===== src/source/video_defs.svh =====
// Raster sizes, register addresses and pipeline depth, included by RTL and testbench
`ifndef VIDEO_DEFS_SVH
`define VIDEO_DEFS_SVH

// Horizontal raster, in pixel clock enables
`define H_TOTAL          512
`define H_ACTIVE_START   64
`define H_ACTIVE_END     448
`define H_SYNC_START     464
`define H_SYNC_END       496

// Vertical raster, in lines
`define V_TOTAL          262
`define V_ACTIVE_START   16
`define V_ACTIVE_END     240
`define V_SYNC_START     248
`define V_SYNC_END       251

// Enables from pixel sampling to colour output
`define PAL_LATENCY      3

// Colour code of an empty layer pixel
`define TRANSPARENT_COLOUR 15

// Mixer register addresses, addr bit 9 clear
`define REG_LAYER_ORDER  0
`define REG_LAYER_EN     1

`endif

===== src/source/video_pkg.sv =====
// Packed struct types shared by the video pixel back end modules
`default_nettype none

package video_pkg;

    // One rendered layer pixel
    typedef struct packed {
        logic [2:0] pal;
        logic [3:0] colour;
    } layer_pxl_t;

    typedef struct packed {
        layer_pxl_t scr1;
        layer_pxl_t scr2;
        layer_pxl_t scr3;
        layer_pxl_t obj;
    } layers_t;

    // Palette RAM address
    typedef struct packed {
        logic [1:0] layer;
        logic [2:0] pal;
        logic [3:0] colour;
    } pal_index_t;

    // Addr bit 9 selects the palette
    typedef struct packed {
        logic        we;
        logic [9:0]  addr;
        logic [15:0] data;
    } cpu_wr_t;

    // Slot 0 of layer_order is drawn on top
    typedef struct packed {
        logic [3:0][1:0] layer_order;
        logic [3:0]      layer_en;
    } mix_cfg_t;

    typedef struct packed {
        logic        we;
        pal_index_t  addr;
        logic [15:0] data;
    } pal_wr_t;

    typedef struct packed {
        logic hs;
        logic vs;
        logic hb;
        logic vb;
    } sync_t;

    typedef struct packed {
        logic [7:0] red;
        logic [7:0] green;
        logic [7:0] blue;
    } rgb_t;

endpackage

`default_nettype wire


===== src/source/video_timing.sv =====
// Raster counters producing registered sync and blanking for the pixel pipeline
`timescale 1ns/1ps
`default_nettype none
`include "video_defs.svh"

module video_timing (
    input  wire                clk,
    input  wire                rst,
    input  wire                pxl_cen,
    output logic [8:0]         hdump,
    output logic [8:0]         vdump,
    output video_pkg::sync_t   sync
);

    logic [8:0] h_next;
    logic [8:0] v_next;
    logic       h_wrap;

    // Next position, line advances on the horizontal wrap
    always_comb begin
        h_wrap = (hdump == 9'(`H_TOTAL - 1));
        h_next = h_wrap ? 9'd0 : hdump + 9'd1;
        v_next = vdump;
        if (h_wrap) begin
            v_next = (vdump == 9'(`V_TOTAL - 1)) ? 9'd0 : vdump + 9'd1;
        end
    end

    always_ff @(posedge clk or posedge rst) begin
        if (rst) begin
            hdump <= '0;
            vdump <= '0;
            sync  <= '{hs: 1'b0, vs: 1'b0, hb: 1'b1, vb: 1'b1};
        end else if (pxl_cen) begin
            hdump <= h_next;
            vdump <= v_next;
            // Flags follow the new counter values
            sync.hb <= !(h_next >= 9'(`H_ACTIVE_START) && h_next < 9'(`H_ACTIVE_END));
            sync.vb <= !(v_next >= 9'(`V_ACTIVE_START) && v_next < 9'(`V_ACTIVE_END));
            sync.hs <= (h_next >= 9'(`H_SYNC_START)) && (h_next < 9'(`H_SYNC_END));
            sync.vs <= (v_next >= 9'(`V_SYNC_START)) && (v_next < 9'(`V_SYNC_END));
        end
    end

    // Sync window must sit inside horizontal blanking
    hs_in_hblank: assert property (
        @(posedge clk) disable iff (rst)
        sync.hs |-> sync.hb
    ) else $error("hs high outside horizontal blanking at hdump %0d", hdump);

endmodule

`default_nettype wire


===== config.mk =====
export PLATFORM = sky130hd
export DESIGN_NAME = video_timing
export DESIGN_NICKNAME = d
export VERILOG_FILES = /design/src/source/video_pkg.sv /design/src/source/video_timing.sv
export VERILOG_INCLUDE_DIRS = /design/src /design/src/source
export SDC_FILE = /design/constraint.sdc
export NUM_CORES = 1
export LEC_CHECK = 0
export ABC_AREA = 1
export BUFFER_PORTS_ARGS = -buffer_cell sky130_fd_sc_hd__buf_2
export CORE_MARGIN = 5
export CORE_UTILIZATION = 49
export CTS_BUF_LIST = sky130_fd_sc_hd__clkbuf_8 sky130_fd_sc_hd__clkbuf_16
export DETAILED_ROUTE_END_ITERATION = 10
export PLACE_DENSITY = 0.78
export SLEW_MARGIN = 30
export SYNTH_ARGS = -nofsm -noshare
export SYNTH_HDL_FRONTEND = slang
export SYNTH_SLANG_ARGS = --single-unit

===== constraint.sdc =====
create_clock -name clk -period 2 [get_ports clk]
set_input_delay 0.3 -clock clk [delete_from_list [all_inputs] [get_ports clk]]
set_output_delay 0.3 -clock clk [all_outputs]
set_load 0.01 [all_outputs]

Word-level counts from Yosys, hierarchy flattened
Index checks and enable logic that the tools add are counted.

Register bits after elaboration: 22. Logic and storage cells: 27. Input port bits: 3. Output and inout port bits: 22.

Eq/ne operators: 2. Reduce and logical (&&, ||, !) cells: 6. Mux-type cells: 3. Add/sub/neg operators: 2. Order comparisons: 8.

Operators by type and width (number): 9-bit 2-to-1 mux (3); 9-bit by 1-bit adder with 9-bit output (second input constant) (2); 9-bit equality test (second input constant) (2); 9-bit by 8-bit < comparator with 1-bit output (second input constant) (2); 9-bit < comparator (second input constant) (2); 9-bit by 5-bit greater-or-equal comparator with 1-bit output (second input constant) (1); 9-bit by 7-bit greater-or-equal comparator with 1-bit output (second input constant) (1); 9-bit by 8-bit greater-or-equal comparator with 1-bit output (second input constant) (1); 9-bit greater-or-equal comparator (second input constant) (1); 1-bit logical AND (4); 1-bit zero test (2).

Longest topological paths before layout
Depth after elaboration: 6. Mapped depth: 18. Gate-level depth less buffers: 17.

Worst setup path after synthesis
No wires, ideal clock.

Path type: reg2reg. Start point: reg hdump[1]. End point: reg sync[2] in the netlist's numbering. Stages on the path, launching flop included: 16. Data required time: 1.884 ns. Data arrival time: 2.022 ns. Setup time: 0.116 ns. Path slack: -0.138 ns. Clock period less this slack: 2.138 ns. Buffers on the path: 2. Cell sequence: dfrtp_1 -> ha_1 -> nand2_1 -> nor2_1 -> nand3_1 -> nor2_1 -> ha_1 -> buf_4 -> inv_1 -> buf_6 -> nor2_1 -> xor2_1 -> nand3b_1 -> nor2_1 -> nand2_1 -> nand2_1.

Cells in the longest elaborated chain, start to end: 4. Elaborated cells on any way between the ends: 5. Those cells by class: 2 x order compare; 1 x eq/ne; 1 x mux; 1 x reduce/logical.

Ends and longest elaborated chain: from (decl) (line video_timing.sv:10) `output logic [8:0] hdump,`; from (signal assigned) (line video_timing.sv:35) `hdump <= h_next;`; 9-bit equality test * (line video_timing.sv:21) `` h_wrap = (hdump == 9'(`H_TOTAL - 1)); ``; 9-bit 2-to-1 mux * (line video_timing.sv:24) `if (h_wrap) begin`; 9-bit by 8-bit greater-or-equal comparator with 1-bit output or 9-bit by 8-bit < comparator with 1-bit output (tied branches) (line video_timing.sv:41) `` sync.vs <= (v_next >= 9'(`V_SYNC_START)) && (v_next < 9'(`V_SYNC_END)); ``; 1-bit logical AND * (line video_timing.sv:41); to (signal assigned) (line video_timing.sv:33) `sync <= '{hs: 1'b0, vs: 1'b0, hb: 1'b1, vb: 1'b1};`; to (decl) (line video_timing.sv:12) `output video_pkg::sync_t sync`.

Mark *: on every way between the ends. The rest lies on a longest branch, timed or not. A chain may end at the register's enable or synchronous reset.

Worst setup path in the final report
Start point: reg hdump[0]. End point: reg sync[2] in the netlist's numbering.

The elaborated chain is that of the path after synthesis.

==> flow_summary.rst <==
.. list-table::
   :header-rows: 1

   * - Metric
     - Value
   * - Result of the run
     - finished, violations left
   * - Violations in the final reports
     - setup timing
   * - Peak clock frequency supported by timing
     - 0.495 GHz
   * - H-tree lvl count
     - 1
   * - Final setup violation count
     - 2
   * - Row count
     - 19
   * - Highest ir drop seen on vdd
     - 724 uV
   * - Total power divided by cell area
     - 969 nW/um^2
   * - Routability-driven placement congestion ratio
     - 0.791
   * - CP Data Required Time
     - 2210 ps
   * - Minimum period implied by the final worst setup slack
     - 2020 ps
   * - Die width
     - 63.3 microns
   * - Critical Path End Type
     - flip-flop
   * - Number of register bits inferred by synthesis
     - 22
   * - Overall die area
     - 4000 sq um
   * - Area added between synthesis and finish
     - 28.4%
   * - Number of failing hold endpoints at the final stage
     - 0
   * - Count of hold-fix buffers inserted at cts
     - 0
   * - Global-route wire length before repair
     - 5630 microns
   * - Buffers from clock root to sink, at most
     - 2
   * - Core ar.
     - 2730 sq um
   * - Synth Warn #
     - 0
   * - Final Instance Count excl. Fillers
     - 263
   * - Wire per inst
     - 12.5 microns
   * - Fraction of final layout cells with drive strength greater than 1
     - 33.2%
   * - Vias
     - 1345
   * - Final number of max-transition violations
     - 0
   * - Slew at the pin closest to its max-slew limit
     - 305 ps
   * - Initial antenna violation count
     - 0
   * - Maximum number of pins on one net before global-route repair
     - 23
   * - Max-cap viol count
     - 0
   * - Number of antenna cells inserted
     - 0
   * - Final total negative setup slack
     - -27.0 ps
   * - DRT antenna net count
     - 0
   * - RSZ-0062 raised after global routing
     - true
   * - Avg Inst Size Synth
     - 7.25 sq um
   * - Sink count of the clock tree
     - 22
   * - CTS tree
     - yes
   * - Chip Height
     - 63.3 microns
   * - Area after DPL
     - 1650 sq um
   * - Post-synthesis instance area
     - 1390 sq um
   * - Post-layout nets
     - 240
   * - Slew HR
     - 79.6%
   * - Smallest setup slack after layout
     - -21.9 ps
   * - Number of CTS-inserted buffers
     - 3
   * - Share of the clock period used by the worst path after layout
     - 101%
   * - Initial Utilization
     - 50.9%
   * - Final global-route overflow total
     - 0
   * - Aggregate routed wire length
     - 3280 microns
   * - Leakage power
     - 0.866 nW
   * - Final Instance Area
     - 1790 sq um
   * - Synth Instances
     - 192
   * - Placed cell count
     - 256
   * - 1st-pass router iterations
     - 4
   * - Register area share after synthesis
     - 39.7%
   * - DRC
     - 0
   * - Top-level I/O count
     - 25
   * - Critical Path AT
     - 2230 ps
   * - Total of buffers placed on input and output ports
     - 24
   * - Root Buffer
     - sky130_fd_sc_hd__clkbuf_8
   * - Synth Net Count
     - 199
   * - Post-layout total power
     - 1.73 mW
   * - HPWL after DPL
     - 2400 microns
   * - Via density per instance
     - 5.11
   * - Clock latency on the worst-skew pair
     - 260 ps
   * - HP Class
     - input port to async pin
   * - Unique cell type count in the Yosys netlist
     - 29
   * - Total Routing Usage GR
     - 17.2%
   * - Clock skew after layout
     - 0.982 ps
   * - Clock edge transition at the registers on the reported setup and hold paths
     - 80 ps
   * - Vias in the first global route
     - 1290
   * - Crit path kind
     - flip-flop to flip-flop
   * - Maximum fanout along the worst path
     - 6
   * - Type of element launching the critical path
     - flip-flop
   * - Finished Core Util
     - 65.4%
   * - Number of DRC markers in iteration 0
     - 71
[sequential cells by signal (all words and copies together) (netlist names)]
| signal | cells |
|---|---|
| vdump | 9 |
| sync | 4 |
| hdump | 9 |
[per-stage QoR]
stage	hold WS, ps	setup WS [ps]
2_1_floorplan	288	-36.3
3_3_place_gp	352	11.4
3_5_place_dp	351	-57.7
4_1_cts	61.9	7.06
5_1_grt	95.6	-197
6_report	57.1	-21.9
[report_power, final]
part           switching, mW  internal [mW]
clock network          0.149          0.176
logic                  0.420          0.311
registers              0.116          0.559
total                  0.685           1.05
[worst paths after layout]
check / cells past startpoint / endpoint / startpoint / slack [ps]
max in group asynchronous: 3 / sync[0] / rst / 1660
min in group clk: 4 / sync[1] / pxl_cen / 430
setup reg to reg: 15 / sync[2] / hdump[0] / -20
setup / recovery: 15 / sync[2] / hdump[0] / -20
hold reg to reg: 2 / sync[3] / sync[3] / 490
hold / removal: 3 / hdump[4] / rst / 60
[routing by layer]
| metal | vias up | wire length, microns | GRT usage (%) |
|---|---|---|---|
| li1 | 697 | - | - |
| met3 | 5 | 114 | 2.49 |
| met4 | 0 | 39 | 4.68 |
| met1 | 619 | 1490 | 22.5 |
| met5 | - | 0 | 0 |
| met2 | 24 | 1640 | 29.5 |
[layout make-up]
cell class / count / area [sq um]
Sequential cell: 22 / 553
Timing Repair Buffer: 41 / 248
Multi-Input combinational cell: 141 / 800
Inverter: 24 / 92.6
Tap cell: 31 / 38.8
Fill cell: 246 / 947
Clock buffer: 4 / 55.1
[timing repair]
action | CTS | global route
resized for setup | 7 | 7
setup endpoints to repair | 3 | 4
buffers inserted | 0 | 3
pin swaps | 5 | 6
[critical path, cell delays in order (launching register included)]
cell and delay (ps):
sky130_fd_sc_hd__dfrtp_1 360, sky130_fd_sc_hd__ha_2 190, sky130_fd_sc_hd__nand2_2 70, sky130_fd_sc_hd__nor2_4 120, sky130_fd_sc_hd__nand3_4 90, sky130_fd_sc_hd__nor2_4 110, sky130_fd_sc_hd__ha_4 210, sky130_fd_sc_hd__nand2_4 70
sky130_fd_sc_hd__nor2_4 120, sky130_fd_sc_hd__nand3_2 90, sky130_fd_sc_hd__nor2_1 120, sky130_fd_sc_hd__nand2_1 70, sky130_fd_sc_hd__nand3_2 80, sky130_fd_sc_hd__nor2b_1 130, sky130_fd_sc_hd__nand2_1 50, sky130_fd_sc_hd__nand2_1 50
[placed cells by master (no fill, tap or decap), drive strengths merged]
cell type  netlist  layout
nand3           19      19
nor3b            1       1
dfstp            2       2
a21oi            2       2
o22ai            3       3
nor3             2       2
o211ai           1       1
xor2             1       1
nand3b           1       1
o21bai           1       1
nor2b            1       1
dfrtp           20      20
clkbuf           1       4
nor4             1       1
nand4            3       3
nand2           58      58
nor2            28      28
ha               4       4
o21a             3       3
buf              4      41
inv             24      24
o21ai           12      12
[cell usage after synthesis]
master                     instances  area, sq um
sky130_fd_sc_hd__inv_2             3         11.3
sky130_fd_sc_hd__xor2_1            1         8.76
sky130_fd_sc_hd__nor2b_1           1         6.26
sky130_fd_sc_hd__clkbuf_1          1         3.75
sky130_fd_sc_hd__nand2_2           6         37.5
sky130_fd_sc_hd__nand3b_1          1         7.51
sky130_fd_sc_hd__nor2_4            2         22.5
sky130_fd_sc_hd__nand4_1           3         18.8
sky130_fd_sc_hd__a21oi_1           2         10.0
sky130_fd_sc_hd__nor2_1           23         86.3
sky130_fd_sc_hd__dfrtp_1          20          500
sky130_fd_sc_hd__nand2_1          52          195
sky130_fd_sc_hd__buf_4             2         15.0
sky130_fd_sc_hd__o211ai_1          1         7.51
sky130_fd_sc_hd__inv_1            21         78.8
sky130_fd_sc_hd__nor4_1            1         6.26
sky130_fd_sc_hd__ha_1              4         50.1
sky130_fd_sc_hd__o21a_1            3         22.5
sky130_fd_sc_hd__nor2_2            3         18.8
sky130_fd_sc_hd__nand3_2           1         10.0
sky130_fd_sc_hd__o22ai_1           3         18.8
sky130_fd_sc_hd__o21ai_0          12         60.1
sky130_fd_sc_hd__buf_6             2         22.5
sky130_fd_sc_hd__nor3_2            1         10.0
sky130_fd_sc_hd__dfstp_2           2         52.6
sky130_fd_sc_hd__nand3_1          18         90.1
sky130_fd_sc_hd__nor3_1            1         5.00
sky130_fd_sc_hd__nor3b_1           1         7.51
sky130_fd_sc_hd__o21bai_1          1         7.51
[cells by family after synthesis]
| kind of cell | after synthesis | synth area share (%) |
|---|---|---|
| AND/OR/NAND/NOR | 114 | 37.5 |
| buffers and inverters | 29 | 9.44 |
| AO/OA/AOI/OAI | 22 | 9.08 |
| flip-flops | 22 | 39.7 |
| adder cells (fa/ha/maj) | 4 | 3.60 |
| XOR/XNOR | 1 | 0.630 |
Power figures use the tool's default switching activity.
