<file path="src/source/video_defs.svh">
// Raster sizes, register addresses and pipeline depth, included by RTL and testbench
`ifndef VIDEO_DEFS_SVH
`define VIDEO_DEFS_SVH

// Horizontal raster, in pixel clock enables
`define H_TOTAL          512
`define H_ACTIVE_START   64
`define H_ACTIVE_END     448
`define H_SYNC_START     464
`define H_SYNC_END       496

// Vertical raster, in lines
`define V_TOTAL          262
`define V_ACTIVE_START   16
`define V_ACTIVE_END     240
`define V_SYNC_START     248
`define V_SYNC_END       251

// Enables from pixel sampling to colour output
`define PAL_LATENCY      3

// Colour code of an empty layer pixel
`define TRANSPARENT_COLOUR 15

// Mixer register addresses, addr bit 9 clear
`define REG_LAYER_ORDER  0
`define REG_LAYER_EN     1

`endif
</file>
<file path="src/source/video_pkg.sv">
// Packed struct types shared by the video pixel back end modules
`default_nettype none

package video_pkg;

    // One rendered layer pixel
    typedef struct packed {
        logic [2:0] pal;
        logic [3:0] colour;
    } layer_pxl_t;

    typedef struct packed {
        layer_pxl_t scr1;
        layer_pxl_t scr2;
        layer_pxl_t scr3;
        layer_pxl_t obj;
    } layers_t;

    // Palette RAM address
    typedef struct packed {
        logic [1:0] layer;
        logic [2:0] pal;
        logic [3:0] colour;
    } pal_index_t;

    // Addr bit 9 selects the palette
    typedef struct packed {
        logic        we;
        logic [9:0]  addr;
        logic [15:0] data;
    } cpu_wr_t;

    // Slot 0 of layer_order is drawn on top
    typedef struct packed {
        logic [3:0][1:0] layer_order;
        logic [3:0]      layer_en;
    } mix_cfg_t;

    typedef struct packed {
        logic        we;
        pal_index_t  addr;
        logic [15:0] data;
    } pal_wr_t;

    typedef struct packed {
        logic hs;
        logic vs;
        logic hb;
        logic vb;
    } sync_t;

    typedef struct packed {
        logic [7:0] red;
        logic [7:0] green;
        logic [7:0] blue;
    } rgb_t;

endpackage

`default_nettype wire

</file>
<file path="src/source/video_regs.sv">
// CPU write decoder for the mixer registers and palette write forwarding
`timescale 1ns/1ps
`default_nettype none
`include "video_defs.svh"

module video_regs (
    input  wire                  clk,
    input  wire                  rst,
    input  wire video_pkg::cpu_wr_t cpu,
    output video_pkg::mix_cfg_t  cfg,
    output video_pkg::pal_wr_t   pal_wr
);

    logic                  pal_we_q;
    video_pkg::pal_index_t pal_addr_q;
    logic [15:0]           pal_data_q;
    logic                  reg_sel;

    assign reg_sel = cpu.we && !cpu.addr[9];

    // Mixer configuration, obj on top by default
    always_ff @(posedge clk or posedge rst) begin
        if (rst) begin
            cfg.layer_order <= {2'd0, 2'd1, 2'd2, 2'd3};
            cfg.layer_en    <= 4'hf;
            pal_we_q        <= 1'b0;
        end else begin
            pal_we_q <= cpu.we && cpu.addr[9];
            if (reg_sel && cpu.addr[8:0] == 9'(`REG_LAYER_ORDER)) begin
                cfg.layer_order <= cpu.data[7:0];
            end
            if (reg_sel && cpu.addr[8:0] == 9'(`REG_LAYER_EN)) begin
                cfg.layer_en <= cpu.data[3:0];
            end
        end
    end

    // Palette address and data, qualified by pal_we_q
    always_ff @(posedge clk) begin
        if (cpu.we && cpu.addr[9]) begin
            pal_addr_q <= video_pkg::pal_index_t'(cpu.addr[8:0]);
            pal_data_q <= cpu.data;
        end
    end

    assign pal_wr = '{we: pal_we_q, addr: pal_addr_q, data: pal_data_q};

    // Address must be fully driven on every strobe
    cpu_addr_known: assert property (
        @(posedge clk) disable iff (rst)
        cpu.we |-> !$isunknown(cpu.addr)
    ) else $error("CPU write with unknown address");

endmodule

`default_nettype wire

</file>
<file path="config.mk">
export PLATFORM = sky130hd
export DESIGN_NAME = video_regs
export DESIGN_NICKNAME = d
export VERILOG_FILES = /design/src/source/video_pkg.sv /design/src/source/video_regs.sv
export VERILOG_INCLUDE_DIRS = /design/src /design/src/source
export SDC_FILE = /design/constraint.sdc
export NUM_CORES = 1
export LEC_CHECK = 0
export BUFFER_PORTS_ARGS = -buffer_cell sky130_fd_sc_hd__clkbuf_2
export CELL_PAD_IN_SITES_DETAIL_PLACEMENT = 2
export CELL_PAD_IN_SITES_GLOBAL_PLACEMENT = 2
export CORE_ASPECT_RATIO = 0.6
export CORE_MARGIN = 2
export CORE_UTILIZATION = 32
export DETAILED_ROUTE_END_ITERATION = 6
export PLACE_DENSITY_LB_ADDON = 0.1
export SYNTH_ARGS = -nofsm -noshare
export SYNTH_HDL_FRONTEND = slang
export SYNTH_SLANG_ARGS = --single-unit
export TNS_END_PERCENT = 1
</file>
<file path="constraint.sdc">
create_clock -name clk -period 1.65 [get_ports clk]
set_input_delay 0.2475 -clock clk [delete_from_list [all_inputs] [get_ports clk]]
set_output_delay 0.2475 -clock clk [all_outputs]
set_load 0.02 [all_outputs]
</file>
== Word-level counts from Yosys, hierarchy flattened ==
Index checks and enable logic that the tools add are counted.
Cells by class
  eq/ne operators: 1
  reduce and logical (&&, ||, !) cells: 6
Operator list (count)
  $eq A9 B1 Y1 const B: 1
  $logic_not A9 Y1: 1
  $logic_and A1 B1 Y1: 4
  $logic_not A1 Y1: 1
Word-level totals
  flip-flop bits (word level): 38
  input bits: 29
  output and inout port bits: 38
  word-level logic and storage cells: 17

== Longest topological paths before layout ==
Gate-level depths: netlist of the first run.
  depth in word-level cells: 3
  gate-level depth with buffers: 3
  mapped depth without buffers: 3

== Worst setup path before layout of the first run ==
Ideal clock, no wire load.
  path kind: input to register
  from: input port cpu[25] in the netlist's numbering
  to: register pal_data_q[0] (enable)
  library setup time: 0.385 ns
  arrival time: 0.901 ns
  data required time: 1.265 ns
  path slack: 0.364 ns
  stages: 1
  buffers on the path: 0
  cell sequence: and2_1
Between the ends
  cells in the longest elaborated chain, start to end: 1
RTL lines
  from (decl): RTL line video_regs.sv:9  | input wire video_pkg::cpu_wr_t cpu,
  $logic_and A1 B1 Y1: RTL line video_regs.sv:40  | if (cpu.we && cpu.addr[9]) begin
  to (signal assigned): RTL line video_regs.sv:42  | pal_data_q <= cpu.data;
  to (decl): RTL line video_regs.sv:16  | logic [15:0] pal_data_q;
No other way between the ends.
A chain may end at the register's enable or synchronous reset.

== Worst setup path in the final report of the first run ==
  from: register cfg[4] in the netlist's numbering
  to: output port cfg[4] in the netlist's numbering
RTL lines
  from (decl): RTL line video_regs.sv:10  | output video_pkg::mix_cfg_t cfg,
No word-level cell between the ends.

==> impl_results.md, run 1 <==
* Multi-input logic area at around 210 um^2
* Diode count at 0
* Tmin final at 1.26 ns
* Initial antenna violation count at 0
* Post CTS Setup Buffer Count at 0
* Slew @ Worst Pin at 0.506 ns
* Core area at 3790 um^2
* Via Count at 800
* VDD IR max at 0.482 mV
* Area share of the largest cell type after synthesis at 0.574
* Vias in the first global route at just under 900
* Top_reg_cell synth: edfxtp_1
* Setup crit end kind: output pin
* Xor-xnor portion of the synthesized cell area at 0
* Post-synthesis sequential area ratio at 0.830
* CP top delay family: flip-flops
* Final setup violation count at 0
* Cell taking the most area after synthesis: edfxtp_1
* WP buf/inv at 1
* Worst slack at placement at 0.103 ns
* First drt pass iteration count at 3
* Cells after synthesis at 58
* Via density at 4.44
* Max clock buf depth at 2
* Gpl congestion at approximately 0.63
* Final WL at 3.15 mm
* Proportion of synthesized area in mux cells at 0.103
* CTS tree: built
* # rows at 17
* Clock buffer count from CTS at 5
* Post-CTS Hold Fix Bufs at 1
* CTS root buf: clkbuf_8
* Post-synth EDFFs at 25
* Main combinational cell family by area after synthesis: multiplexers
* CP required at ~1.4 ns
* Synth area leaders: edfxtp_1 (57%), dfstp_2 (16%), mux2_2 (10%)
* Post-synthesis cell type count at 12
* First-pass GRT wire length at around 5.0 mm
* Synth top cells by count: edfxtp_1 (25), mux2_2 (12), dfstp_2 (8), dfrtp_1 (5)
* Final Hold Fails at 0
* Max frequency at 796 MHz
* Initial Util at 0.346
* Gr ovfl total at 0
* Clock skew at 0 ns
* Fill cells at 373
* Crit path kind: reg2out
* Asr flop ratio synth at 0.342
* H-tree levels at 2
* Fin worst setup slack at around 0.39 ns
* Critical Path Source Type: flip-flop
* Synthesis Warnings at 0
* # IOs at 67
* Nets@finish at about 160
* Detailed Route Iter0 Violations at 23
* Slowest stage cell, crit path: dfstp_2
* Clock sink count at 38
* Layout cell share with drive strength beyond 1 at 0.729
* Syn avg cell area at 22.6 um^2
* Max Slew Vio Count at 0
* Cells along the critical path: clkbuf_2
* Worst hold path type: in2reg
* Slowest stage delay, CP at 0.55 ns
* Status: finished clean
* Port bufs at 66
* Critical path fanouts, max at 2
* Simple-Gate Fraction of Synth Area at 0.0583
* Clock latency on the worst-skew pair at 0.28 ns
* RSZ-0062 raised after global routing: no
* Post-Syn Area at 1310 um^2
* Drt wl/cell at 17.5 um
* Sequential Area at 1090 um^2
* TNS Setup at 0 ns
* Remaining antenna violation count at 0
* Dpl hpwl at 2.44 mm
* Pin count of the biggest net entering global routing at 27
* Residual DRC at 0
* Flops & latches, synth at 38
* Most frequent cell after synthesis: edfxtp_1
* Chip width at slightly below 90 um
* Leakage at about 0.00083 uW
* Max Cap Violations at 0
* Complex-gate fraction of the synthesized area at 0
* Slew headroom at 0.662
* Area grow syn2layout at 36.8%
* Die Y at 53.5 um
* Tcrit/Tclk final at 0.761
* Gr usage total at 0.156
* Cell Pwr Density at approximately 1100 nW/um^2
* Crit path DAT at 1.01 ns
* Syn_nets at 87
* Post-cts sizing count at 0
* Adder-cell area share of the yosys netlist at 0
* Clock transition at path regs at 0.08 ns
* Die area at 4630 um^2
## cells in the final DEF, fill, tap and decap left out
cell type	synthesis	routed
and2_1	1	1
nand4_1	1	1
dfstp_2	8	8
buf_4	1	1
clkbuf_8	0	5
dlygate4sd3_1	0	1
nor2_1	1	1
edfxtp_1	25	25
inv_1	1	1
nor4b_4	1	1
dfrtp_1	5	5
nor4_4	1	1
nand4b_2	1	1
clkinv_2	0	2
mux2_2	12	12
clkbuf_2	0	66
clkbuf_1	0	1
## final timing paths
path                                      from                  endpoint  slack (ns)  depth (start not counted)
max                         cfg[4]$_DFFE_PP1P_                    cfg[4]        0.39                          1
min in group asynchronous                  rst        cfg[6]$_DFFE_PP0P_        0.51                          3
max in group asynchronous                  rst        cfg[0]$_DFFE_PP1P_        0.77                          3
min reg2reg                 cfg[9]$_DFFE_PP0P_        cfg[9]$_DFFE_PP0P_        0.52                          1
min                                    cpu[11]  pal_data_q[11]$_DFFE_PP_        0.13                          1
max reg2reg                cfg[10]$_DFFE_PP0P_       cfg[10]$_DFFE_PP0P_        0.84                          1
## power breakdown
part	leakage (uW)	switching [uW]	internal (uW)
clock network	0.0000450	315	293
logic	0.000398	121	63.9
registers	0.000386	15.1	1070
## metal layers
| metal | wire length, um | share of wire | vias to the layer above | GRT usage |
|---|---|---|---|---|
| met5 | 0 | 0 | - | 0 |
| met4 | 55 | 0.017 | 0 | 0.0703 |
| met2 | 1460 | 0.46 | 39 | 0.244 |
| met1 | 1390 | 0.44 | 387 | 0.202 |
| li1 | - | - | 367 | - |
| met3 | 242 | 0.077 | 7 | 0.0537 |
## cell type report
| cell class | instances | share of cell area |
|---|---|---|
| Inverter | 1 | 0.00210 |
| Clock inverter | 2 | 0.00559 |
| Clock buffer | 6 | 0.0405 |
| Tap cell | 47 | 0.0328 |
| Sequential cell | 38 | 0.607 |
| Timing Repair Buffer | 68 | 0.194 |
| Multi-Input combinational cell | 18 | 0.118 |
## sequential cells by signal, indices dropped and copies added (netlist names)
register    flops
pal_data_q     16
cfg            12
pal_wr          9
pal_we_q        1
## kinds of logic after synthesis
group / after synthesis
simple gates: 6
flops: 38
mux: 12
buf+inv: 2
## through the flow
step,power (uW),hold slack [ns],area [um^2],util,instances
floorplan,1190,0.119,1310,-,58
global placement,1290,0.280,1700,0.448,171
detailed placement,1300,0.297,1700,0.448,171
CTS,1910,0.121,1790,0.473,180
global route,1970,0.118,1790,0.473,180
finish,1880,0.128,1790,0.473,180
No activity file was read; power rests on OpenSTA's default activity.
==> run 2, diff against run 1 <==
CORE_UTILIZATION = 29   (was 32)
clock period = 1.25 ns   (was 1.65 ns; I/O delays follow)
==> run 2 against run 1 <==
Effect of this change: hold slack got worse by 0.060 ns; clock power grew 42%; sequential share of layout area decreased by 2.1 points; total power grew 36%; non-clock buffer count rose by 3; combinational power is 35% higher; die area rose by 9.7%; count of clock-buffer cells in the layout stayed put; clock skew did not move; via count grew 2.3%; sequential power grew 32%; highest routed layer unchanged.
==> impl_results.md, run 2 (synthesis results as in run 1) <==
* Status: finished clean
* Gpl congestion at 0.651
* Chip width at 90.7 um
* Max Slew Vio Count at 0
* Initial Util at 0.311
* Setup crit end kind: output pin
* Max FFs per register at 16
* Gr ovfl total at 0
* Final WL at 3.03 mm
* Critical path fanouts, max at 2
* Fin worst setup slack at approximately 0.066 ns
* Crit path DAT at 1.00 ns
* Port bufs at 66
* CP required at 1.06 ns
* Cell Pwr Density at 1380 nW/um^2
* Crit path kind: reg2out
* Multi-input logic area at 211 um^2
* Final Hold Fails at 0
* Max Cap Violations at 0
* Via density at roughly 4.2
* Max clock buf depth at 2
* Remaining antenna violation count at 0
* Diode count at 0
* CTS root buf: clkbuf_8
* Die area at 5080 um^2
* Core area at 4210 um^2
* Clock latency on the worst-skew pair at 0.28 ns
* Total chip power at 2550 uW
* Leakage at 0.000847 uW
* Final setup violation count at 0
* Clock sink count at 38
* Slew headroom at 0.661
* Commonest non-fill, non-tap cell in the layout: clkbuf_2
* Area grow syn2layout at 41.7%
* Critical Path Source Type: flip-flop
* Vias in the first global route at 876
* Drt wl/cell at 15.5 um
* Pin count of the biggest net entering global routing at 27
* RSZ-0062 raised after global routing: no
* Die Y at 56.0 um
* Slowest stage cell, crit path: dfstp_2
* CTS tree: built
* Slowest stage delay, CP at 0.54 ns
* VDD IR max at 0.656 mV
* Initial antenna violation count at 0
* Final instance area at 1850 um^2
* Cell count along the critical path at 1
* # rows at 18
* Sequential Area at 1090 um^2
* # IOs at 67
* DP Area at 1750 um^2
* H-tree levels at 2
* Gr usage total at 0.130
* Most flop-heavy register: pal_data_q
* WP buf/inv at 1
* Clock skew at 0 ns
* Tmin final at 1.18 ns
* Cells along the critical path: clkbuf_2
* Worst Hold Depth at 1
* Worst slack at placement at -0.115 ns
* Dpl hpwl at 2.35 mm
* Most frequent cells in the layout: clkbuf_2 (66), edfxtp_1 (25), mux2_2 (12)
* Via Count at 818
* Layout cell share with drive strength beyond 1 at 0.743
* Nets@finish at 164
* First-pass GRT wire length at 4.81 mm
* CP top delay family: flip-flops
* Reg2Reg Depth at 1
* Worst hold path type: in2reg
* First drt pass iteration count at 2
* Slew @ Worst Pin at 0.508 ns
* Detailed Route Iter0 Violations at 21
* Clock transition at path regs at 0.08 ns
* Fill cells at 438
* Max frequency at 845 MHz
* TNS Setup at 0 ns
* Tcrit/Tclk final at 0.947
* Final Util at 0.440
* Residual DRC at 0
* Post CTS Setup Buffer Count at 0
* Clock buffer count from CTS at 5
## run 2: through the flow
step	hold slack, ns	std cells
4_1_cts	0.0556	196
5_1_grt	0.0592	196
3_5_place_dp	0.225	187
6_report	0.0676	196
3_3_place_gp	0.214	187
2_1_floorplan	0.0587	58
## run 2: per-layer routing
layer,up-vias,part of all wire,track usage
li1,377,-,-
met1,396,0.38,0.142
met2,38,0.50,0.206
met3,7,0.10,0.0637
met4,0,0.024,0.0791
met5,-,0,0
## run 2: final cells by class
cell class	instances	area share
flip-flops and latches	38	0.586
multi-input cells	18	0.114
clock inverters	2	0.00675
well taps	60	0.0405
inverters	1	0.00202
clock buffers	6	0.0445
repair buffers	71	0.206
## run 2: worst paths after layout
check	start	to	slack, ns
worst max-delay path	cfg[8]$_DFFE_PP1P_	cfg[8]	0.07
worst min-delay path	cpu[13]	pal_data_q[13]$_DFFE_PP_	0.07
worst max register to register	cfg[9]$_DFFE_PP0P_	cfg[9]$_DFFE_PP0P_	0.45
worst min register to register	cfg[10]$_DFFE_PP0P_	cfg[10]$_DFFE_PP0P_	0.51
max in group asynchronous	rst	cfg[3]$_DFFE_PP1P_	0.44
min in group asynchronous	rst	cfg[9]$_DFFE_PP0P_	0.44
## run 2: power breakdown
part	switching (uW)	internal (uW)
registers	19.6	1420
logic	158	90.5
clock network	423	443
total	600	1950
## run 2: timing repair
action	CTS	global route
gates resized for setup	0	0
hold buffers	1	0
hold endpoints to repair	5	0
