==> config.mk <==
export PLATFORM = sky130hd
export DESIGN_NAME = layer_mixer
export DESIGN_NICKNAME = d
export VERILOG_FILES = /design/src/source/video_pkg.sv /design/src/source/layer_mixer.sv
export VERILOG_INCLUDE_DIRS = /design/src /design/src/source
export SDC_FILE = /design/constraint.sdc
export NUM_CORES = 1
export LEC_CHECK = 0
export ABC_AREA = 0
export ABC_CLOCK_PERIOD_IN_PS = 1300
export BUFFER_PORTS_ARGS = -buffer_cell sky130_fd_sc_hd__buf_2
export CAP_MARGIN = 20
export CORE_AREA = 8 8 74 57
export CTS_CLUSTER_DIAMETER = 80
export DETAILED_ROUTE_END_ITERATION = 12
export DIE_AREA = 0 0 82 65
export PLACE_DENSITY = 0.84
export SYNTH_ARGS = -nofsm -noshare
export SYNTH_HDL_FRONTEND = slang
export SYNTH_SLANG_ARGS = --single-unit
==> constraint.sdc <==
create_clock -name clk -period 1.3 [get_ports clk]
set_input_delay 0.26 -clock clk [delete_from_list [all_inputs] [get_ports clk]]
set_output_delay 0.26 -clock clk [all_outputs]
set_load 0.01 [all_outputs]
==> src/source/video_defs.svh <==
// Raster sizes, register addresses and pipeline depth, included by RTL and testbench
`ifndef VIDEO_DEFS_SVH
`define VIDEO_DEFS_SVH

// Horizontal raster, in pixel clock enables
`define H_TOTAL          512
`define H_ACTIVE_START   64
`define H_ACTIVE_END     448
`define H_SYNC_START     464
`define H_SYNC_END       496

// Vertical raster, in lines
`define V_TOTAL          262
`define V_ACTIVE_START   16
`define V_ACTIVE_END     240
`define V_SYNC_START     248
`define V_SYNC_END       251

// Enables from pixel sampling to colour output
`define PAL_LATENCY      3

// Colour code of an empty layer pixel
`define TRANSPARENT_COLOUR 15

// Mixer register addresses, addr bit 9 clear
`define REG_LAYER_ORDER  0
`define REG_LAYER_EN     1

`endif
==> src/source/video_pkg.sv <==
// Packed struct types shared by the video pixel back end modules
`default_nettype none

package video_pkg;

    // One rendered layer pixel
    typedef struct packed {
        logic [2:0] pal;
        logic [3:0] colour;
    } layer_pxl_t;

    typedef struct packed {
        layer_pxl_t scr1;
        layer_pxl_t scr2;
        layer_pxl_t scr3;
        layer_pxl_t obj;
    } layers_t;

    // Palette RAM address
    typedef struct packed {
        logic [1:0] layer;
        logic [2:0] pal;
        logic [3:0] colour;
    } pal_index_t;

    // Addr bit 9 selects the palette
    typedef struct packed {
        logic        we;
        logic [9:0]  addr;
        logic [15:0] data;
    } cpu_wr_t;

    // Slot 0 of layer_order is drawn on top
    typedef struct packed {
        logic [3:0][1:0] layer_order;
        logic [3:0]      layer_en;
    } mix_cfg_t;

    typedef struct packed {
        logic        we;
        pal_index_t  addr;
        logic [15:0] data;
    } pal_wr_t;

    typedef struct packed {
        logic hs;
        logic vs;
        logic hb;
        logic vb;
    } sync_t;

    typedef struct packed {
        logic [7:0] red;
        logic [7:0] green;
        logic [7:0] blue;
    } rgb_t;

endpackage

`default_nettype wire

==> src/source/layer_mixer.sv <==
// Layer priority mixer selecting the topmost enabled opaque pixel as palette index
`timescale 1ns/1ps
`default_nettype none
`include "video_defs.svh"

module layer_mixer (
    input  wire                       clk,
    input  wire                       rst,
    input  wire                       pxl_cen,
    input  wire video_pkg::mix_cfg_t  cfg,
    input  wire video_pkg::layers_t   layers,
    output video_pkg::pal_index_t     pal_idx
);

    video_pkg::pal_index_t mix_idx;
    logic [3:0]            order_mask;

    // Layer ids: 0 scr1, 1 scr2, 2 scr3, 3 obj
    function automatic video_pkg::layer_pxl_t layer_by_id(
        input video_pkg::layers_t l,
        input logic [1:0]         id
    );
        case (id)
            2'd0:    return l.scr1;
            2'd1:    return l.scr2;
            2'd2:    return l.scr3;
            default: return l.obj;
        endcase
    endfunction

    // First qualifying slot wins, backdrop is index 0
    always_comb begin
        logic                   found;
        logic [1:0]             id;
        video_pkg::layer_pxl_t  px;
        found   = 1'b0;
        mix_idx = '0;
        for (int slot = 0; slot < 4; slot++) begin
            id = cfg.layer_order[slot];
            px = layer_by_id(layers, id);
            if (!found && cfg.layer_en[id] && px.colour != 4'(`TRANSPARENT_COLOUR)) begin
                mix_idx = '{layer: id, pal: px.pal, colour: px.colour};
                found   = 1'b1;
            end
        end
    end

    always_ff @(posedge clk or posedge rst) begin
        if (rst) begin
            pal_idx <= '0;
        end else if (pxl_cen) begin
            pal_idx <= mix_idx;
        end
    end

    // Which layers the order register names
    always_comb begin
        order_mask = '0;
        for (int slot = 0; slot < 4; slot++) begin
            order_mask[cfg.layer_order[slot]] = 1'b1;
        end
    end

    order_is_permutation: assert property (
        @(posedge clk) disable iff (rst)
        pxl_cen |-> order_mask == 4'hf
    ) else $error("layer_order repeats a layer: %h", cfg.layer_order);

endmodule

`default_nettype wire

[After elaboration in Yosys (flattened, before gate mapping)]
Cells that the tools add are included.
Word-level totals
  register bits after elaboration: 9
  input bits: 43
  output and inout port bits: 9
  word-level logic and storage cells: 52
Operators by class
  reductions and logical operators: 14
  mux-type cells: 19
  $lt $le $gt $ge: 4
  equality and inequality tests: 12
Operator list (number)
  7-bit case mux with 3 select lines: 4
  9-bit 2-to-1 mux: 4
  4-bit inequality test, second input constant: 4
  2-bit by 3-bit < comparator with 1-bit output, second input constant: 4
  1-bit binary-select mux with 2-bit select: 4
  2-bit by 1-bit equality test with 1-bit output, second input constant: 4
  2-bit equality test, second input constant: 4
  2-bit logical NOT: 4
  1-bit logical AND: 7
  1-bit 2-to-1 mux: 7
  1-bit logical NOT: 3

[Longest topological paths before layout]
Gate-level depths: netlist of the first run.
  depth after elaboration: 17
  mapped depth: 7
  depth with buffers taken out: 5

[Worst setup path after synthesis of the first run]
Ideal clock, no wire load.
  path kind: input -> register
  from: input cfg[7] (netlist name)
  to: register pal_idx[2] (netlist name)
  stages: 6
  data required time: 1.154 ns
  buffers on the path: 1
  data arrival time: 1.748 ns
  slack: -0.594 ns
  setup time: 0.146 ns
  cell sequence: buf_2 mux2_2 mux2_2 and2_1 o311ai_0 a311oi_1
On the way
  cells in the longest elaborated chain, start to end: 13
  elaborated cells on any way between the ends: 20
  classes of those cells: 3 x eq/ne; 8 x mux; 9 x reduce/logical
Ends and longest elaborated chain
  from (decl): RTL line layer_mixer.sv:10  | input wire video_pkg::mix_cfg_t cfg,
  2-bit equality test (tied with other cells): RTL line layer_mixer.sv:23  | case (id)
  7-bit case mux with 3 select lines or 1-bit 2-to-1 mux (tied branches): RTL line layer_mixer.sv:23, layer_mixer.sv:41
  4-bit inequality test or 1-bit logical AND (tied branches): RTL line layer_mixer.sv:41  | if (!found && cfg.layer_en[id] && px.colour != 4'(`TRANSPARENT_COLOUR)) begin
  1-bit logical AND: RTL line layer_mixer.sv:41
  1-bit 2-to-1 mux: RTL line layer_mixer.sv:41
  1-bit logical NOT: RTL line layer_mixer.sv:41
  1-bit logical AND (2 in a row): RTL line layer_mixer.sv:41
  1-bit 2-to-1 mux: RTL line layer_mixer.sv:41
  1-bit logical NOT: RTL line layer_mixer.sv:41
  1-bit logical AND (2 in a row): RTL line layer_mixer.sv:41
  9-bit 2-to-1 mux (*): RTL line layer_mixer.sv:41
  to (signal assigned): RTL line layer_mixer.sv:52  | pal_idx <= mix_idx;
  to (decl): RTL line layer_mixer.sv:12  | output video_pkg::pal_index_t pal_idx
Every way passes the cells marked *; elsewhere a longest branch is shown, timed or not. The select of a mux whose other input is x is not followed.
A chain may end at the register's enable or synchronous reset.

[Worst setup path after layout of the first run]
  from: input cfg[6] (netlist name)
  to: register pal_idx[5] (netlist name)
The elaborated chain is that of the path after synthesis.

==> metrics.md, run 1 <==
| Metric | Value |
|---|---|
| I/O pins | 52 |
| Height of the die | 65 µm |
| FF+latch count, synth | 9 |
| Static Leak | 0.00113 µW |
| List of most frequent post-synthesis cells | mux4_2 (31), inv_1 (10), dfrtp_1 (9) |
| Initial drt markers | 243 |
| Post-layout net count | 287 |
| Largest area contributor in the netlist | mux4_2 |
| Yosys warning count | 0 |
| Worst Path Max Fanout | 5 |
| Most frequent cell after synthesis | mux4_2 |
| Setup Crit Path Kind | in -> reg |
| Hold Crit Class | in -> reg |
| First-pass GRT wire length | 11100 µm |
| Final period utilization | 136% |
| H-Tree Depth | 1 |
| Main synth FF type | dfrtp_1 |
| Post-DP Area | 0.00222 mm² |
| Layout cells sized above 1 | 73.7% |
| RSZ-0062 raised after global routing | true |
| Global route overflow | 0 |
| Post-route insts no fill | 281 |
| Via count | 2176 |
| Area share of the largest cell type after synthesis | 42.8% |
| Avg WL per Cell | 28.6 µm |
| # DRC | 0 |
| Routed Antenna Nets | 0 |
| Critical path data required time | 1.40 ns |
| Failing checks | setup timing |
| CP Capture Type | flop |
| Setup Skew | 0 ns |
| Total wire length | 8030 µm |
| Vias in the first global route | 2121 |
| Final setup fails | 9 |
| # port buffers | 51 |
| Post-synthesis sequential area ratio | 13.8% |
| Die area | 0.00533 mm² |
| Crit start category | primary input |
| Syn_nets | 183 |
| EDFF count, synth | 0 |
| Cell Pwr Density | 757 mW/mm² |
| DR pass1 iterations | 5 |
| Largest net degree at the start of global routing | 12 |
| Syn_area_per_cell | 11.7 µm² |
| Min Tclk post-route | 1.76 ns |
| Via density | 7.74 |
| Die Width | 82 µm |
| Total CTS buffers | 3 |
| Max_cap viols | 0 |
| Post-route setup slack | -0.465 ns |
| CTS root buf | clkbuf_8 |
| Fin. Hold Viols | 0 |
| Peak Freq | 0.567 GHz |
| Maximum root-to-sink buffer count | 2 |
| CTS tree | done |
| Async SR Flop Fraction | 100% |
| Sink Count | 9 |
| Clk pin slew, worst setup/hold paths | 0.04 ns |
| Max FFs per register | 9 |
| Worst skew pair latency | 0.23 ns |
| Synth Instances | 140 |
| DP HPWL | 4820 µm |
| Post-Syn Area | 0.00163 mm² |
| Count of cell types in the netlist | 41 |
| Worst Path Arrival | 1.86 ns |
| Row Count | 17 |
| Largest register by flop count | pal_idx |
| Initial antenna violation count | 0 |
| Area grow syn2layout | 65.0% |
| Diode count | 0 |
| Worst Tran Pin Value | 0.390 ns |
| Design Area, Final | 0.00269 mm² |
| Fill count | 116 |
| Area contributors post-synth | mux4_2 (43%), dfrtp_1 (14%), mux2_2 (2.8%) |
| RePlAce Congestion | 1.03 |
| Top flop regs | pal_idx: 9 flops |
| VDD IR max | 566 µV |
| Placed cells | 258 |
| Count of pins over their slew limit | 0 |
| Max_slew headroom | 73.9% |
| Total track usage | 26.8% |
| Core area | 0.00302 mm² |
| Outcome | complete, but fails checks |
| Initial Util | 54.0% |
stage by stage:
step	util, %	total power, µW	setup slack, ns	setup TNS [ns]	hold slack, ns
after global routing	89.1	2100	-0.485	-3.93	0.489
after global placement	73.4	1310	-0.668	-5.87	0.224
after floorplan	-	972	-0.533	-4.11	0.0879
after CTS	86.0	1870	-0.360	-2.97	0.436
final	89.1	2040	-0.465	-3.65	0.459
after detailed placement	73.4	1350	-0.776	-6.56	0.234
critical path: stages:
cell	delay, ns
buf_12	0.09
mux4_2	0.56
nand4_4	0.17
a211oi_4	0.09
buf_6	0.15
a2111oi_4	0.40
o22ai_2	0.12
layout by cell type (no fill, tap or decap), drive strengths merged, types with 4 or more instances in the layout:
master   count
o221ai       4
and3         4
a2111oi      5
nor2         7
dfrtp        9
buf        108
nand4        4
inv         10
clkbuf       4
nand2        8
nand3        4
mux2         4
mux4        31
kinds of logic (layout without fill, tap and decap cells):
| kind of cell | Yosys count | in the layout | synth area share [%] |
|---|---|---|---|
| simple gates | 38 | 39 | 13.7 |
| buf+inv | 21 | 123 | 6.52 |
| mux | 36 | 36 | 46.2 |
| compound gates | 36 | 36 | 19.9 |
| flops | 9 | 9 | 13.8 |
path summary, 6_finish.rpt:
| kind | cells after the start | endpoint | slack [ns] | start |
|---|---|---|---|---|
| min reg2reg | 2 | pal_idx[8]$_DFFE_PP0P_ | 0.52 | pal_idx[8]$_DFFE_PP0P_ |
| max in group asynchronous | 3 | pal_idx[4]$_DFFE_PP0P_ | 0.52 | rst |
| max reg2reg | 2 | pal_idx[4]$_DFFE_PP0P_ | 0.44 | pal_idx[4]$_DFFE_PP0P_ |
| min | 3 | pal_idx[3]$_DFFE_PP0P_ | 0.46 | pxl_cen |
| min in group asynchronous | 3 | pal_idx[1]$_DFFE_PP0P_ | 0.53 | rst |
| max | 7 | pal_idx[5]$_DFFE_PP0P_ | -0.46 | cfg[6] |
what timing repair did:
item	in CTS	in global routing
pin swaps	19	10
hold buffers	1	0
resized for setup	39	14
gates cloned	1	0
setup endpoints to repair	9	9
setup buffers	13	4
hold endpoints to repair	9	0
power by group:
part           total (µW)  switching (µW)  internal (µW)  leakage [µW]
clock                 322             108            213     0.0000228
combinational        1330             662            669       0.00101
sequential            383            43.3            340      0.000105
total                2040             814           1220       0.00113
per-layer routing:
| layer | routed length [µm] | vias up | part of all wire (%) | GRT usage [%] |
|---|---|---|---|---|
| li1 | - | 818 | - | - |
| met1 | 2680 | 1036 | 33 | 33.3 |
| met2 | 3720 | 269 | 46 | 43.6 |
| met3 | 1160 | 53 | 14 | 6.34 |
| met4 | 472 | 0 | 5.9 | 10.7 |
| met5 | 0 | - | 0 | 0 |
cell type report:
class,count,area [µm²],share of cell area (%)
multi-input combinational,111,1500,55.9
timing repair buffer,109,832,30.9
sequential,9,225,8.37
tap,38,47.5,1.77
clock buffer,4,45.0,1.67
inverter,10,37.5,1.39
Power figures use the tool's default switching activity.
==> inputs of run 2 (changes only) <==
CELL_PAD_IN_SITES_DETAIL_PLACEMENT = 0   (was default)
CELL_PAD_IN_SITES_GLOBAL_PLACEMENT = 1   (was default)
CORE_AREA = 8 8 83 63   (was 8 8 74 57)
DIE_AREA = 0 0 91 71   (was 0 0 82 65)
GPL_ROUTABILITY_DRIVEN = 0   (was default)
PLACE_DENSITY = default   (was 0.84)
PLACE_DENSITY_LB_ADDON = 0.1   (was default)
==> metrics.md, run 2 (same netlist as run 1, synthesis figures left out) <==
| Metric | Value |
|---|---|
| Min-delay src | pxl_cen |
| Clock power frac | 16.3% (+0.5 points) |
| Largest net degree at the start of global routing | 12 (unchanged) |
| Static Leak | 0.00117 µW (+2.7%) |
| Initial antenna violation count | 0 (unchanged) |
| CP Capture Type | flop |
| Hold Crit Class | in -> reg |
| Height of the die | 71 µm (+9.2%) |
| Core area | 0.00405 mm² (+34%) |
| Worst skew pair latency | 0.23 ns (about the same) |
| Sw Ratio | 38.0% (-1.9 points) |
| Min Tclk post-route | 1.69 ns (-0.0708 ns) |
| Hold Slack | 0.446 ns (-0.0132 ns) |
| Total chip power | 1980 µW (-2.5%) |
| Setup Total Neg Slack | -3.22 ns (+0.421 ns) |
| Fin. Hold Viols | 0 (unchanged) |
| Final setup fails | 9 (unchanged) |
| Commonest non-fill, non-tap cell in the layout | buf_4 |
| Seq pwr share | 18.8% (about the same) |
| Vias in the first global route | 2008 (-5.3%) |
| Internal power | 1230 µW (+0.61%) |
| Worst Path Arrival | 1.85 ns (about the same) |
| Top flop regs | pal_idx: 9 flops |
| Most frequent cells in the layout | buf_4 (51), buf_2 (46), mux4_2 (31), buf_6 (12), dfrtp_1 (9) |
| Crit path launch | cfg[8] |
| First-pass GRT wire length | 10100 µm (-8.2%) |
| Worst Path Max Fanout | 7 (+2) |
| Cell Pwr Density | 714 mW/mm² (-5.6%) |
| Global route overflow | 0 (unchanged) |
| Crit start category | primary input |
| Via count | 1879 (-14%) |
| I/O pins | 52 (unchanged) |
| Comb pwr share | 64.9% (-0.5 points) |
| Setup Skew | 0 ns (unchanged) |
| Layout cells sized above 1 | 75.5% (+1.8 points) |
| Worst Tran Pin Value | 0.372 ns (-0.0182 ns) |
| Failing checks | setup timing |
| Post-route setup slack | -0.394 ns (+0.0708 ns) |
| Initial drt markers | 125 (-49%) |
| Clk pin slew, worst setup/hold paths | 0.05 ns (about the same) |
| Design Area, Final | 0.00278 mm² (+3.2%) |
| Launch point of the worst reg-to-reg path | pal_idx[5]$_DFFE_PP0P_ |
| Total track usage | 19.2% (-7.6 points) |
| Max_cap viols | 0 (unchanged) |
| Final period utilization | 130% (-5.4 points) |
| Row Count | 20 (+3) |
| Die area | 0.00646 mm² (+21%) |
| Outcome | complete, but fails checks |
| Max_slew headroom | 75.1% (+1.2 points) |
| Max FFs per register | 9 (unchanged) |
| Total wire length | 6390 µm (-20%) |
| Avg WL per Cell | 21.0 µm (-26%) |
| Fill count | 306 (+160%) |
| Post-layout net count | 293 (+2.1%) |
| Die Width | 91 µm (+11%) |
| Setup Crit Path Kind | in -> reg |
| Net switching power | 755 µW (-7.2%) |
| CTS root buf | clkbuf_8 |
| Area grow syn2layout | 70.2% |
| Critical path data required time | 1.45 ns (+0.05 ns) |
| # port buffers | 51 (unchanged) |
| Initial Util | 40.2% (-14 points) |
| Peak Freq | 0.590 GHz (+4.2%) |
| Total CTS buffers | 3 (unchanged) |
| Post-DP Area | 0.00228 mm² (+2.7%) |
| Routed Antenna Nets | 0 (unchanged) |
| Largest register by flop count | pal_idx |
| Place WS | -0.784 ns (-0.00829 ns) |
| DR pass1 iterations | 4 (-1) |
| CTS tree | done |
| Diode count | 0 (unchanged) |
| Maximum root-to-sink buffer count | 2 (unchanged) |
| RSZ-0062 raised after global routing | true |
| Count of pins over their slew limit | 0 (unchanged) |
| # DRC | 0 (unchanged) |
| H-Tree Depth | 1 (unchanged) |
| VDD IR max | 483 µV (-15%) |
| Via density | 6.18 (-20%) |
| DP HPWL | 4880 µm (+1.3%) |
| Sink Count | 9 (unchanged) |
[run 2: final timing paths]
| kind | end | slack, ns | cells past startpoint |
|---|---|---|---|
| max in group asynchronous | pal_idx[2]$_DFFE_PP0P_ | 0.52 | 3 |
| worst max-delay path | pal_idx[8]$_DFFE_PP0P_ | -0.39 | 6 |
| worst min-delay path | pal_idx[3]$_DFFE_PP0P_ | 0.45 | 3 |
| min in group asynchronous | pal_idx[1]$_DFFE_PP0P_ | 0.52 | 3 |
| worst min register to register | pal_idx[7]$_DFFE_PP0P_ | 0.51 | 2 |
| worst max register to register | pal_idx[5]$_DFFE_PP0P_ | 0.53 | 2 |
[run 2: metal layers]
metal  global-route usage, %  share of wire [%]
met1                    23.7                 42
met2                    33.1                 50
met3                    5.07                6.2
met4                    3.62                1.8
met5                       0                  0
[run 2: area by class of cell]
type / instances / area [µm²] / share of cell area (%)
multi-input combinational: 110 / 1520 / 54.6
timing repair buffer: 116 / 878 / 31.6
sequential: 9 / 225 / 8.11
tap: 55 / 68.8 / 2.48
clock buffer: 3 / 41.3 / 1.49
inverter: 10 / 41.3 / 1.49
clock inverter: 1 / 5.00 / 0.180
[run 2: repair_timing]
item | CTS | global route
endpoints found under the setup margin | 9 | 9
pin swaps | 22 | 19
gates resized for setup | 43 | 14
hold buffers | 1 | 0
hold endpoints to repair | 9 | 0
buffers inserted | 15 | 5
[run 2: per-stage QoR]
| stage | util, % | cells |
|---|---|---|
| 2_1_floorplan | - | 140 |
| 3_3_place_gp | 56.1 | 280 |
| 3_5_place_dp | 56.1 | 280 |
| 4_1_cts | 66.1 | 300 |
| 5_1_grt | 68.5 | 304 |
| 6_report | 68.5 | 304 |
[run 2: worst max-delay path, cell delays in order]
cell,delay (ns)
buf_12,0.10
mux4_2,0.52
and4_4,0.24
a211oi_4,0.30
o221ai_1,0.23
o221ai_2,0.19
[run 2: power groups by stage]
| stage | sequential, µW | clock (µW) | combinational, µW |
|---|---|---|---|
| 6_report | 373 | 324 | 1290 |
| 5_1_grt | 380 | 349 | 1360 |
| 4_1_cts | 370 | 330 | 1200 |
| 3_5_place_dp | 373 | 0 | 993 |
| 3_3_place_gp | 372 | 0 | 968 |
| 2_1_floorplan | 401 | 0 | 572 |
==> inputs of run 3 (changes only) <==
ABC_AREA = 1   (was 0)
CORE_AREA = 8 8 92 69   (was 8 8 83 63)
DIE_AREA = 0 0 100 77   (was 0 0 91 71)
==> metrics.md, run 3 <==
| Metric | Value |
|---|---|
| I/O pins | 52 (unchanged) |
| Main synth FF type | dfrtp_1 |
| Mux contribution to synthesized area | 0% (-46 points) |
| Post-DP Area | 0.00256 mm² (+12%) |
| CP Capture Type | flop |
| Post-route setup slack | -0.323 ns (+0.0707 ns) |
| Largest family of logic cells by synthesized area | simple AND/OR/NAND/NOR gates |
| Async SR Flop Fraction | 100% (unchanged) |
| Max_cap viols | 0 (unchanged) |
| Setup Crit Path Kind | in -> reg |
| H-Tree Depth | 1 (unchanged) |
| Crit start category | primary input |
| Peak Freq | 0.616 GHz (+4.4%) |
| # DRC | 0 (unchanged) |
| Xor-xnor portion of the synthesized cell area | 0% (unchanged) |
| Final setup fails | 9 (unchanged) |
| Design Area, Final | 0.00304 mm² (+9.5%) |
| Initial antenna violation count | 0 (unchanged) |
| Count of pins over their slew limit | 0 (unchanged) |
| CP max-delay cell | nor2_4 |
| Worst Path Max Fanout | 7 (unchanged) |
| Vias in the first global route | 2727 (+36%) |
| Row Count | 22 (+10%) |
| Fill count | 522 (+71%) |
| Largest net degree at the start of global routing | 14 (+2) |
| Final period utilization | 125% (-5.4 points) |
| Die area | 0.00770 mm² (+19%) |
| Critical path data required time | 1.42 ns (-0.03 ns) |
| List of most frequent post-synthesis cells | nand2_1 (148), nand3_1 (49), inv_1 (34) |
| Place WS | -0.655 ns (+0.129 ns) |
| Total wire length | 8030 µm (+26%) |
| Sw Ratio | 43.4% (+5.4 points) |
| Synth Area in Adders | 0% (unchanged) |
| Failing checks | setup timing |
| Most frequent cells in the layout | nand2_1 (134), buf_4 (80), buf_2 (44), nand3_1 (35), inv_1 (32) |
| Height of the die | 77 µm (+8.5%) |
| Die Width | 100 µm (+9.9%) |
| Avg WL per Cell | 14.9 µm (-29%) |
| Clk pin slew, worst setup/hold paths | 0.04 ns (about the same) |
| Count of cell types in the netlist | 26 (-37%) |
| Post-synthesis sequential area ratio | 12.7% (-1.1 points) |
| First-pass GRT wire length | 12900 µm (+27%) |
| Core area | 0.00501 mm² (+24%) |
| Area of the multi-input gates | 0.00158 mm² (+4.0%) |
| Diode count | 0 (unchanged) |
| Total CTS buffers | 3 (unchanged) |
| Comb pwr share | 65.1% (+0.2 points) |
| Top flop regs | pal_idx: 9 flops |
| Worst Tran Pin Value | 0.379 ns (+0.00662 ns) |
| RSZ-0062 raised after global routing | true |
| Syn_area_per_cell | 5.23 µm² (-55%) |
| CTS tree | done |
| Routed Antenna Nets | 0 (unchanged) |
| Yosys warning count | 0 (unchanged) |
| Total track usage | 20.3% (+1.1 points) |
| Internal power | 1120 µW (-8.6%) |
| Syn_nets | 382 (+110%) |
| Max_slew headroom | 74.7% (-0.47 points) |
| Critical path's most frequent cell | nand2_1 |
| Seq pwr share | 18.3% (-0.5 points) |
| Crit-path cells | buf_12, nor2_4, buf_6, a22oi_1, o211ai_1, nand2_4, buf_4, buf_6, nand3_1, nand2_1, inv_1, nand3_2, nand2_1, nand2_1 |
| Hold Crit Class | in -> reg |
| CTS root buf | clkbuf_8 |
| Area share of the largest cell type after synthesis | 31.3% (-11 points) |
| Worst skew pair latency | 0.23 ns (about the same) |
| FF+latch count, synth | 9 (unchanged) |
| Post-Syn Area | 0.00177 mm² (+8.7%) |
| # port buffers | 51 (unchanged) |
| Worst Path Arrival | 1.75 ns (-0.10 ns) |
| Commonest non-fill, non-tap cell in the layout | nand2_1 |
| Most frequent cell after synthesis | nand2_1 |
| Initial drt markers | 147 (+18%) |
| Synth Area in Compound Gates | 13.5% (-6.3 points) |
| Max FFs per register | 9 (unchanged) |
| Largest register by flop count | pal_idx |
| Max stage delay on crit path | 0.20 ns (-0.32 ns) |
| DR pass1 iterations | 4 (unchanged) |
| Initial Util | 35.4% (-4.9 points) |
| Register area | 225 µm² (unchanged) |
| Sink Count | 9 (unchanged) |
| Setup Skew | 0 ns (unchanged) |
| Global route overflow | 0 (unchanged) |
| Post-Synth Simple-Gate Area | 61.5% (+48 points) |
| VDD IR max | 504 µV (+4.4%) |
| Clock power frac | 16.6% (+0.3 points) |
| Via density | 5.10 (-18%) |
| Net switching power | 863 µW (+14%) |
| Post-layout net count | 511 (+74%) |
| Largest area contributor in the netlist | nand2_1 |
| Layout cells sized above 1 | 43.0% (-32 points) |
| DP HPWL | 6180 µm (+26%) |
| Via count | 2747 (+46%) |
| Area contributors post-synth | nand2_1 (31%), nand3_1 (14%), dfrtp_1 (13%) |
| Area grow syn2layout | 71.5% |
| Synth Instances | 339 (+140%) |
| Static Leak | 0.00161 µW (+38%) |
| Min Tclk post-route | 1.62 ns (-0.0707 ns) |
| Fin. Hold Viols | 0 (unchanged) |
| Maximum root-to-sink buffer count | 2 (unchanged) |
| Cell Pwr Density | 654 mW/mm² (-8.5%) |
| EDFF count, synth | 0 (unchanged) |
| Outcome | complete, but fails checks |
run 3: cell count changes in the layout (fill, tap and decap cells not counted), sizes merged, moves of 5 or more:
cell,change
nand3,+45
mux4,-31
nand2,+143
buf,+17
a2111oi,-5
inv,+28
nor2,+28
o21ai,+17
o2111ai,+9
nand4,+6
run 3: kinds of logic after synthesis:
group                  count (synthesis)
DFF                                    9
AOI/OAI and AO/OA                     37
buffers and inverters                 48
and+or+nand+nor                      245
run 3: area by class of cell:
| cell class | count | share of cell area [%] |
|---|---|---|
| Clock buffer | 4 | 1.48 |
| Multi-Input combinational cell | 283 | 51.9 |
| Inverter | 37 | 4.81 |
| Timing Repair Buffer | 134 | 31.4 |
| Sequential cell | 9 | 7.41 |
| Tap cell | 72 | 2.96 |
run 3: power by group through the flow:
stage,clock [µW],combinational [µW],sequential [µW]
2_1_floorplan,0,548,394
3_3_place_gp,0,1040,364
3_5_place_dp,0,1050,365
4_1_cts,334,1210,362
5_1_grt,348,1410,371
6_report,330,1290,363
run 3: through the flow:
| step | total power (µW) | setup TNS (ns) | utilization, % | instances | hold slack [ns] |
|---|---|---|---|---|---|
| after global routing | 2130 | -3.56 | 60.7 | 539 | 0.413 |
| after global placement | 1400 | -5.56 | 51.1 | 515 | 0.238 |
| after CTS | 1900 | -1.98 | 58.3 | 534 | 0.384 |
| after detailed placement | 1410 | -5.53 | 51.1 | 515 | 0.246 |
| after floorplan | 942 | -2.40 | - | 339 | 0.0879 |
| final | 1990 | -2.62 | 60.7 | 539 | 0.391 |
run 3: path summary, 6_finish.rpt:
| path | startpoint | to | slack (ns) | cells after the start |
|---|---|---|---|---|
| setup / recovery | cfg[4] | pal_idx[5]$_DFFE_PP0P_ | -0.32 | 14 |
| hold / removal | pxl_cen | pal_idx[5]$_DFFE_PP0P_ | 0.39 | 3 |
| setup reg to reg | pal_idx[1]$_DFFE_PP0P_ | pal_idx[1]$_DFFE_PP0P_ | 0.68 | 2 |
| hold reg to reg | pal_idx[6]$_DFFE_PP0P_ | pal_idx[6]$_DFFE_PP0P_ | 0.46 | 2 |
| max in group asynchronous | rst | pal_idx[7]$_DFFE_PP0P_ | 0.49 | 3 |
| min in group asynchronous | rst | pal_idx[0]$_DFFE_PP0P_ | 0.55 | 3 |
run 3: worst max-delay path, delay by kind of cell:
kind                   cells  cell delay [ns]
and+or+nand+nor            7             0.64
buffers and inverters      5             0.59
AOI/OAI and AO/OA          2             0.25
run 3: metal layers:
| layer | share of wire [%] | global-route usage (%) | routed length [µm] | up-vias |
|---|---|---|---|---|
| li1 | - | - | - | 1372 |
| met1 | 48 | 27.8 | 3850 | 1269 |
| met2 | 45 | 32.8 | 3640 | 96 |
| met3 | 5.0 | 2.61 | 401 | 10 |
| met4 | 1.7 | 3.91 | 138 | 0 |
| met5 | 0 | 0 | 0 | - |
run 3: timing repair:
item	CTS	global route
resized for setup	49	26
setup buffers	13	6
endpoints found under the hold margin	9	0
pin swaps	33	26
cloned	1	0
endpoints found under the setup margin	9	9
hold buffers	1	0
